$ cat src/design/fixed_weight_pkg.sv
package fixed_weight_pkg;

    // code parameters for n = 3488, m = 12, t = 64
    localparam int vec_len   = 3488;
    localparam int loc_width = 12;
    localparam int weight    = 64;
    // tau is 2t because n is below 2^m
    localparam int n_samples = 2 * weight;

    // 512-bit seed, two 16-bit samples per squeezed word
    localparam int seed_words    = 16;
    localparam int squeeze_words = n_samples / 2;

    // vector length rounded up to whole 32-bit words
    localparam int vec_words = (vec_len + 31) / 32;

    typedef logic [31:0] word_t;
    typedef logic [loc_width-1:0] loc_t;
    typedef logic [6:0] vec_addr_t;

    // absorb header, output length first, then input length
    localparam word_t xof_out_len_word = 32'h40000a00;
    localparam word_t xof_in_len_word  = 32'h80000200;

    typedef struct packed {
        logic  valid;
        word_t data;
    } word_stream_t;

    typedef struct packed {
        logic      en;
        vec_addr_t addr;
    } rd_req_t;

    typedef struct packed {
        logic       en;
        logic [5:0] idx;
    } loc_req_t;

    typedef enum logic [2:0] {
        st_idle,
        st_absorb,
        st_sample,
        st_build,
        st_ready
    } ctrl_state_t;

endpackage

$ cat src/design/error_vector_builder.sv
`timescale 1ns/1ps

module error_vector_builder (
    input  logic                         clk,
    input  logic                         rst,
    input  logic                         start_build,
    output fixed_weight_pkg::loc_req_t   loc_req,
    input  fixed_weight_pkg::loc_t       loc_data,
    input  fixed_weight_pkg::rd_req_t    rd_req,
    output fixed_weight_pkg::word_t      rd_data,
    output logic                         build_done,
    output logic                         collision
);

    typedef enum logic [1:0] {
        ph_idle,
        ph_clear,
        ph_read,
        ph_write
    } build_phase_t;

    build_phase_t                phase;
    fixed_weight_pkg::vec_addr_t clr_cnt;
    fixed_weight_pkg::vec_addr_t ram_addr;
    fixed_weight_pkg::vec_addr_t rd_addr_q;
    logic [5:0]                  loc_idx;
    fixed_weight_pkg::loc_t      cur_loc;
    fixed_weight_pkg::word_t     ram_rdata;
    fixed_weight_pkg::word_t     ram_wdata;
    logic                        ram_we;
    logic                        bit_set;

    // look one location ahead during the write cycle
    assign loc_req.en  = (phase != ph_idle);
    assign loc_req.idx = (phase == ph_write) ? loc_idx + 6'd1 : loc_idx;

    assign bit_set = ram_rdata[cur_loc[4:0]];
    assign rd_data = ram_rdata;

    always_comb begin
        ram_we    = 1'b0;
        ram_wdata = ram_rdata | (32'd1 << cur_loc[4:0]);
        ram_addr  = rd_req.en ? rd_req.addr : rd_addr_q;
        case (phase)
            ph_clear: begin
                ram_we    = 1'b1;
                ram_wdata = '0;
                ram_addr  = clr_cnt;
            end
            ph_read: begin
                ram_addr = loc_data[fixed_weight_pkg::loc_width-1:5];
            end
            ph_write: begin
                ram_we   = !bit_set;
                ram_addr = cur_loc[fixed_weight_pkg::loc_width-1:5];
            end
            default: begin
            end
        endcase
    end

    word_ram #(
        .data_width(32),
        .depth(fixed_weight_pkg::vec_words)
    ) u_vec_ram (
        .clk(clk),
        .we(ram_we),
        .addr(ram_addr),
        .wdata(ram_wdata),
        .rdata(ram_rdata)
    );

    always_ff @(posedge clk) begin
        if (phase == ph_read) begin
            cur_loc <= loc_data;
        end
        if (rd_req.en) begin
            rd_addr_q <= rd_req.addr;
        end
    end

    always_ff @(posedge clk) begin
        if (rst) begin
            phase      <= ph_idle;
            clr_cnt    <= '0;
            loc_idx    <= '0;
            build_done <= 1'b0;
            collision  <= 1'b0;
        end else begin
            build_done <= 1'b0;
            collision  <= 1'b0;
            case (phase)
                ph_idle: begin
                    if (start_build) begin
                        phase   <= ph_clear;
                        clr_cnt <= '0;
                        loc_idx <= '0;
                    end
                end
                ph_clear: begin
                    clr_cnt <= clr_cnt + 7'd1;
                    if (clr_cnt == 7'(fixed_weight_pkg::vec_words - 1)) begin
                        phase <= ph_read;
                    end
                end
                ph_read: begin
                    phase <= ph_write;
                end
                ph_write: begin
                    if (bit_set) begin
                        // repeated location, attempt is void
                        collision <= 1'b1;
                        phase     <= ph_idle;
                    end else if (loc_idx == 6'(fixed_weight_pkg::weight - 1)) begin
                        build_done <= 1'b1;
                        phase      <= ph_idle;
                    end else begin
                        loc_idx <= loc_idx + 6'd1;
                        phase   <= ph_read;
                    end
                end
                default: phase <= ph_idle;
            endcase
        end
    end

endmodule

$ cat src/design/fixed_weight_ctrl.sv
`timescale 1ns/1ps

module fixed_weight_ctrl (
    input  logic clk,
    input  logic rst,
    input  logic seed_full,
    input  logic absorb_done,
    input  logic sample_done,
    input  logic weight_ok,
    input  logic build_done,
    input  logic collision,
    input  logic seed_accept,
    output logic start_absorb,
    output logic start_sample,
    output logic start_build,
    output logic done,
    output logic vector_valid
);

    fixed_weight_pkg::ctrl_state_t state;

    // seed stays claimed from absorb through build
    assign start_absorb = (state == fixed_weight_pkg::st_absorb) ||
                          (state == fixed_weight_pkg::st_sample) ||
                          (state == fixed_weight_pkg::st_build);

    always_ff @(posedge clk) begin
        if (rst) begin
            state        <= fixed_weight_pkg::st_idle;
            start_sample <= 1'b0;
            start_build  <= 1'b0;
            done         <= 1'b0;
            vector_valid <= 1'b0;
        end else begin
            start_sample <= 1'b0;
            start_build  <= 1'b0;
            done         <= 1'b0;
            if (seed_accept) begin
                vector_valid <= 1'b0;
            end
            case (state)
                fixed_weight_pkg::st_idle, fixed_weight_pkg::st_ready: begin
                    // a full buffer only counts once the old vector was released
                    if (seed_full && !vector_valid) begin
                        state <= fixed_weight_pkg::st_absorb;
                    end
                end
                fixed_weight_pkg::st_absorb: begin
                    if (absorb_done) begin
                        state        <= fixed_weight_pkg::st_sample;
                        start_sample <= 1'b1;
                    end
                end
                fixed_weight_pkg::st_sample: begin
                    if (sample_done) begin
                        if (weight_ok) begin
                            state       <= fixed_weight_pkg::st_build;
                            start_build <= 1'b1;
                        end else begin
                            // short weight, squeeze another attempt
                            start_sample <= 1'b1;
                        end
                    end
                end
                fixed_weight_pkg::st_build: begin
                    if (build_done) begin
                        state        <= fixed_weight_pkg::st_ready;
                        done         <= 1'b1;
                        vector_valid <= 1'b1;
                    end else if (collision) begin
                        state        <= fixed_weight_pkg::st_sample;
                        start_sample <= 1'b1;
                    end
                end
                default: state <= fixed_weight_pkg::st_idle;
            endcase
        end
    end

endmodule

$ cat src/design/fixed_weight_top.sv
`timescale 1ns/1ps

module fixed_weight_top (
    input  logic                           clk,
    input  logic                           rst,
    input  fixed_weight_pkg::word_stream_t seed_in,
    output logic                           seed_ready,
    output fixed_weight_pkg::word_stream_t absorb,
    input  logic                           absorb_ready,
    input  fixed_weight_pkg::word_stream_t squeeze,
    output logic                           squeeze_ready,
    input  fixed_weight_pkg::rd_req_t      rd_req,
    output fixed_weight_pkg::word_t        rd_data,
    output logic                           done,
    output logic                           vector_valid
);

    logic                       seed_accept;
    logic                       seed_full;
    logic                       start_absorb;
    logic                       absorb_done;
    logic                       start_sample;
    logic                       sample_done;
    logic                       weight_ok;
    logic                       start_build;
    logic                       build_done;
    logic                       collision;
    fixed_weight_pkg::loc_req_t loc_req;
    fixed_weight_pkg::loc_t     loc_data;

    // a new seed word marks the old vector as stale
    assign seed_accept = seed_in.valid && seed_ready;

    seed_loader u_seed_loader (
        .clk(clk),
        .rst(rst),
        .seed_in(seed_in),
        .seed_ready(seed_ready),
        .start_absorb(start_absorb),
        .absorb(absorb),
        .absorb_ready(absorb_ready),
        .absorb_done(absorb_done),
        .seed_full(seed_full)
    );

    location_sampler u_sampler (
        .clk(clk),
        .rst(rst),
        .start_sample(start_sample),
        .squeeze(squeeze),
        .squeeze_ready(squeeze_ready),
        .loc_req(loc_req),
        .loc_data(loc_data),
        .sample_done(sample_done),
        .weight_ok(weight_ok)
    );

    error_vector_builder u_builder (
        .clk(clk),
        .rst(rst),
        .start_build(start_build),
        .loc_req(loc_req),
        .loc_data(loc_data),
        .rd_req(rd_req),
        .rd_data(rd_data),
        .build_done(build_done),
        .collision(collision)
    );

    fixed_weight_ctrl u_ctrl (
        .clk(clk),
        .rst(rst),
        .seed_full(seed_full),
        .absorb_done(absorb_done),
        .sample_done(sample_done),
        .weight_ok(weight_ok),
        .build_done(build_done),
        .collision(collision),
        .seed_accept(seed_accept),
        .start_absorb(start_absorb),
        .start_sample(start_sample),
        .start_build(start_build),
        .done(done),
        .vector_valid(vector_valid)
    );

endmodule

$ cat src/design/location_sampler.sv
`timescale 1ns/1ps

module location_sampler (
    input  logic                           clk,
    input  logic                           rst,
    input  logic                           start_sample,
    input  fixed_weight_pkg::word_stream_t squeeze,
    output logic                           squeeze_ready,
    input  fixed_weight_pkg::loc_req_t     loc_req,
    output fixed_weight_pkg::loc_t         loc_data,
    output logic                           sample_done,
    output logic                           weight_ok
);

    logic                   active;
    logic                   second_half;
    logic [6:0]             word_cnt;
    logic [6:0]             loc_cnt;
    logic [31:0]            swapped;
    fixed_weight_pkg::loc_t lo_cand;
    fixed_weight_pkg::loc_t cand;
    logic                   take;
    logic                   cand_ok;
    logic                   store;
    logic [5:0]             ram_addr;

    // bit-reverse a 16-bit sample and keep the low m bits
    function automatic fixed_weight_pkg::loc_t decode_half(input logic [15:0] half);
        logic [15:0] rev;
        for (int i = 0; i < 16; i++) begin
            rev[i] = half[15 - i];
        end
        return rev[fixed_weight_pkg::loc_width-1:0];
    endfunction

    // XOF words arrive little-endian
    assign swapped = {squeeze.data[7:0], squeeze.data[15:8],
                      squeeze.data[23:16], squeeze.data[31:24]};

    assign squeeze_ready = active && !second_half;
    assign take          = squeeze.valid && squeeze_ready;

    // upper half straight from the bus, lower half one cycle later from the register
    assign cand    = second_half ? lo_cand : decode_half(swapped[31:16]);
    assign cand_ok = (cand < fixed_weight_pkg::loc_t'(fixed_weight_pkg::vec_len));
    assign store   = (take || second_half) && cand_ok &&
                     (loc_cnt < 7'(fixed_weight_pkg::weight));

    // the builder only reads once sampling is over
    assign ram_addr  = loc_req.en ? loc_req.idx : loc_cnt[5:0];
    assign weight_ok = (loc_cnt == 7'(fixed_weight_pkg::weight));

    word_ram #(
        .data_width(fixed_weight_pkg::loc_width),
        .depth(fixed_weight_pkg::weight)
    ) u_loc_ram (
        .clk(clk),
        .we(store),
        .addr(ram_addr),
        .wdata(cand),
        .rdata(loc_data)
    );

    always_ff @(posedge clk) begin
        if (take) begin
            lo_cand <= decode_half(swapped[15:0]);
        end
    end

    always_ff @(posedge clk) begin
        if (rst) begin
            active      <= 1'b0;
            second_half <= 1'b0;
            word_cnt    <= '0;
            loc_cnt     <= '0;
            sample_done <= 1'b0;
        end else begin
            sample_done <= 1'b0;
            if (start_sample) begin
                active      <= 1'b1;
                second_half <= 1'b0;
                word_cnt    <= '0;
                loc_cnt     <= '0;
            end else begin
                if (store) begin
                    loc_cnt <= loc_cnt + 7'd1;
                end
                if (take) begin
                    second_half <= 1'b1;
                    word_cnt    <= word_cnt + 7'd1;
                end else if (second_half) begin
                    second_half <= 1'b0;
                    // attempt ends once the last word's lower half is handled
                    if (word_cnt == 7'(fixed_weight_pkg::squeeze_words)) begin
                        active      <= 1'b0;
                        sample_done <= 1'b1;
                    end
                end
            end
        end
    end

endmodule

$ cat src/design/seed_loader.sv
`timescale 1ns/1ps

module seed_loader (
    input  logic                           clk,
    input  logic                           rst,
    input  fixed_weight_pkg::word_stream_t seed_in,
    output logic                           seed_ready,
    input  logic                           start_absorb,
    output fixed_weight_pkg::word_stream_t absorb,
    input  logic                           absorb_ready,
    output logic                           absorb_done,
    output logic                           seed_full
);

    logic [4:0]              seed_cnt;
    logic                    abs_active;
    logic                    abs_sent;
    logic [4:0]              abs_idx;
    logic [4:0]              abs_idx_next;
    logic                    seed_we;
    logic                    abs_fire;
    logic [3:0]              ram_addr;
    fixed_weight_pkg::word_t ram_rdata;

    assign seed_full    = (seed_cnt == 5'(fixed_weight_pkg::seed_words));
    assign seed_ready   = !seed_full;
    assign seed_we      = seed_in.valid && seed_ready;
    assign abs_fire     = abs_active && absorb_ready;
    assign abs_idx_next = abs_idx + 5'(abs_fire);

    // stream index k >= 2 carries seed word k - 2, so prefetch from the next index
    assign ram_addr = seed_we ? seed_cnt[3:0] : 4'(abs_idx_next - 5'd2);

    word_ram #(
        .data_width(32),
        .depth(fixed_weight_pkg::seed_words)
    ) u_seed_ram (
        .clk(clk),
        .we(seed_we),
        .addr(ram_addr),
        .wdata(seed_in.data),
        .rdata(ram_rdata)
    );

    always_comb begin
        absorb.valid = abs_active;
        case (abs_idx)
            5'd0:    absorb.data = fixed_weight_pkg::xof_out_len_word;
            5'd1:    absorb.data = fixed_weight_pkg::xof_in_len_word;
            default: absorb.data = ram_rdata;
        endcase
    end

    always_ff @(posedge clk) begin
        if (rst) begin
            seed_cnt    <= '0;
            abs_active  <= 1'b0;
            abs_sent    <= 1'b0;
            abs_idx     <= '0;
            absorb_done <= 1'b0;
        end else begin
            absorb_done <= 1'b0;
            if (seed_we) begin
                seed_cnt <= seed_cnt + 5'd1;
            end
            if (start_absorb && seed_full && !abs_active && !abs_sent) begin
                abs_active <= 1'b1;
            end else if (abs_fire) begin
                abs_idx <= abs_idx_next;
                // two header words plus the seed
                if (abs_idx == 5'(fixed_weight_pkg::seed_words + 1)) begin
                    abs_idx     <= '0;
                    abs_active  <= 1'b0;
                    abs_sent    <= 1'b1;
                    absorb_done <= 1'b1;
                end
            end
            // controller has let go of the seed, open for the next one
            if (abs_sent && !start_absorb) begin
                seed_cnt <= '0;
                abs_sent <= 1'b0;
            end
        end
    end

endmodule

$ cat src/design/word_ram.sv
`timescale 1ns/1ps

module word_ram #(
    parameter int data_width = 32,
    parameter int depth      = 16
) (
    input  logic                     clk,
    input  logic                     we,
    input  logic [$clog2(depth)-1:0] addr,
    input  logic [data_width-1:0]    wdata,
    output logic [data_width-1:0]    rdata
);

    logic [data_width-1:0] mem [depth];

    // read returns the old word when the same address is written
    always_ff @(posedge clk) begin
        if (we) begin
            mem[addr] <= wdata;
        end
        rdata <= mem[addr];
    end

endmodule

$ cat config.mk
export PLATFORM = sky130hd
export DESIGN_NAME = fixed_weight_top
export DESIGN_NICKNAME = d
export VERILOG_FILES = /design/src/design/fixed_weight_pkg.sv /design/src/design/error_vector_builder.sv /design/src/design/fixed_weight_ctrl.sv /design/src/design/fixed_weight_top.sv /design/src/design/location_sampler.sv /design/src/design/seed_loader.sv /design/src/design/word_ram.sv
export SDC_FILE = /design/constraint.sdc
export NUM_CORES = 2
export LEC_CHECK = 0
export BUFFER_PORTS_ARGS = -buffer_cell sky130_fd_sc_hd__buf_2
export CAP_MARGIN = 20
export CORE_MARGIN = 2
export CORE_UTILIZATION = 30
export CTS_CLUSTER_SIZE = 14
export DETAILED_ROUTE_END_ITERATION = 8
export HOLD_SLACK_MARGIN = 0.12
export PLACE_DENSITY = 0.51
export SLEW_MARGIN = 20
export SYNTH_ARGS = -nofsm -noshare
export SYNTH_HDL_FRONTEND = slang
export SYNTH_MEMORY_MAX_BITS = 65536
export SYNTH_SLANG_ARGS = --single-unit
$ cat constraint.sdc
create_clock -name clk -period 12.69 [get_ports clk]
set_clock_uncertainty 0.1 [all_clocks]
set_input_delay 0.6345 -clock clk [delete_from_list [all_inputs] [get_ports clk]]
set_output_delay 0.6345 -clock clk [all_outputs]
set_load 0.02 [all_outputs]
==> out/metrics.cfg <==
[timing]
setup_viol=0
min_period_ps=6350
tightest_slew_ps=1240
grt_setup_unrepaired=false
setup-tns-final_ps=0
finalHoldViolations=0
slew_headroom_pct=16.1
max_freq_mhz=157
final_max_slew_viol_count=0
period_share_pct=50.0
holdWs_ps=210
setup_ws_ps=6340

[power]
power.leakage_nw=71.0
powerDensity_nw_per_um2=190
peakVddDrop_mv=0.155

[yosys]
ys_types=78
synthArstFlopShare_pct=0
yosysWarningCount=0
synthFlopType=edfxtp_1
syn-instance-count=12200
synth-seq-area-share_pct=77.6
netlist_area_um2=189000
synth_edf_count=4792
ys_ff_latch=4929
synthesis.nets=12200
avgSynthCellArea_um2=15.5

[layout]
layout.nets=12600
fin_area_um2=220000
areaGrowthSynthToFinish_pct=16.2
final_layout_size_suffix_gt1_share_pct=12.2

[floorplanning]
core-area_um2=628000
die_h_um=798
die_area_um2=636000
start_util_pct=30.1
rows=291
ioPinCount=146
die_w_um=798

[worst_setup_path]
path_class=flip-flop to flip-flop
endpoint_kind=flip-flop
arrival_ps=6920
reg2reg_slack_ps=6340
cp.required_ps=13260
critPathLaunchType=flip-flop
crit_path_max_fanout=17

[clocking]
cts.htree.levels=6
clockBufferDepth=4
cts.sinks=4929
cts_resized=0
cts_setup_buffers=0
cts_root_buf=clkbuf_16
cts_tree=built
numCtsBuffers=536
path_clk_slew_ps=60
clk_latency_ps=1090

[global_routing]
grt_pass1_wl_um=831000
grt_max_degree=141
overflow=0
grt_pass1_vias=107000
track_usage_pct=18.0
antenna_found_initial=31

[route]
drc=0
vias=111000
final_antenna_net_count=0
drt_iter0_markers=12100
post_drt_wl_per_cell_um=28.0
dr.pass1.iters=6
viasPerCell=5.22
routed_wl_um=597000

[placement]
place_area_um2=202000
dp_hpwl_um=312000
port_buffers=137
place_ws_ps=6370
gp_congestion=0.799

[min_path]
hold_path_class=primary input to flip-flop

[status]
outcome=finished clean

[run]
drv_cap=0

## power breakdown
part | internal (mW) | total [mW] | leakage [nW] | switching (mW)
clock network | 8.64 | 15.2 | 8.26 | 6.58
registers | 19.7 | 19.8 | 44.4 | 0.175
logic | 1.38 | 6.63 | 18.4 | 5.24
## cell usage after synthesis, drive strengths merged (81+ instances only)
cell    number  area [um2]
o21ai      292        1460
nand2     1902        7140
a22oi      689        5170
mux2i      693        6940
nor2       317        1190
dfxtp      137        2740
clkbuf     435        1630
edfxtp    4792      144000
buf        342        1860
a41oi       81         709
a21oi      629        3150
o221ai     252        2210
nand3      705        3530
## kinds of logic (layout without fill, tap and decap cells)
kind of cell	after synthesis	in the layout	share of synthesized area (%)
xor gates and xnor gates	22	22	0.102
adders and majority gates	13	13	0.0861
buffers and inverters	809	1621	1.91
other	0	22	0
muxes	783	783	4.61
DFF	4929	4929	77.6
and+or+nand+nor	3279	3279	7.42
AOI/OAI and AO/OA	2321	2321	8.27
## area by class of cell
| cell class | instances | area [um2] |
|---|---|---|
| well taps | 8350 | 10400 |
| clock buffers | 687 | 14300 |
| repair buffers | 632 | 5020 |
| diodes | 22 | 55.1 |
| fillers | 59700 | 408000 |
| multi-input cells | 6418 | 40300 |
| inverters | 32 | 120 |
| flip-flops and latches | 4929 | 147000 |
| clock inverters | 270 | 2760 |
## placed cells by master, fill, tap and decap left out, types with 137 or more instances in the layout
cell type / n
nor2_4: 163
edfxtp_1: 4792
nand2_1: 1891
mux2i_1: 689
nor2_1: 145
o221ai_1: 252
a22oi_1: 689
clkbuf_16: 546
nand3_1: 702
buf_2: 137
buf_4: 386
a21oi_1: 628
o21ai_0: 290
## stage by stage
| step | utilization, % | cells | power, mW |
|---|---|---|---|
| 5_1_grt | 35.0 | 21300 | 42.9 |
| 6_report | 35.0 | 21300 | 41.7 |
| 4_1_cts | 35.0 | 21300 | 41.9 |
| 2_1_floorplan | - | 12200 | 23.7 |
| 3_5_place_dp | 32.1 | 20300 | 26.7 |
| 3_3_place_gp | 32.1 | 20300 | 26.6 |
## metal layers
metal  track usage (%)  vias up  share of wire, %
met5                 0        -            0.0089
met4              5.22        8               3.1
met3              3.05      876               7.3
met2              29.3     4286                47
met1              24.7    57900                43
li1                  -    48300                 -
## worst paths after layout
kind	startpoint	endpoint	cells past startpoint
setup / recovery	u_builder.cur_loc[0]	u_builder.u_vec_ram.mem[45][19]	7
hold / removal	squeeze[13]	u_sampler.u_loc_ram.mem[13][10]	2
setup reg to reg	u_builder.cur_loc[0]	u_builder.u_vec_ram.mem[45][19]	7
hold reg to reg	u_sampler.u_loc_ram.rdata[1]	u_builder.cur_loc[1]	0
## critical path, stage by stage, from the launching register on
cell	delay (ps)
edfxtp_1	990
mux4_2	620
mux4_2	490
mux2i_2	800
o21a_1	470
nand3_2	910
nor2_4	1060
buf_4	510
## flip-flops by register name, indices dropped and copies added, names as in the netlist, 7 cells and up
signal / flops
u_builder.clr_cnt: 7
u_seed_loader.u_seed_ram.mem: 512
u_sampler.word_cnt: 7
u_builder.rd_addr_q: 7
u_sampler.loc_cnt: 7
u_seed_loader.u_seed_ram.rdata: 32
u_sampler.u_loc_ram.rdata: 12
u_sampler.lo_cand: 12
u_sampler.u_loc_ram.mem: 768
u_builder.u_vec_ram.mem: 3488
u_builder.u_vec_ram.rdata: 32
u_builder.cur_loc: 12
## repair_timing
item	CTS	global route
hold buffers	75	0
hold endpoints to repair	563	0
setup endpoints to repair	0	0
Note: power is estimated with default switching activity, not from simulation.
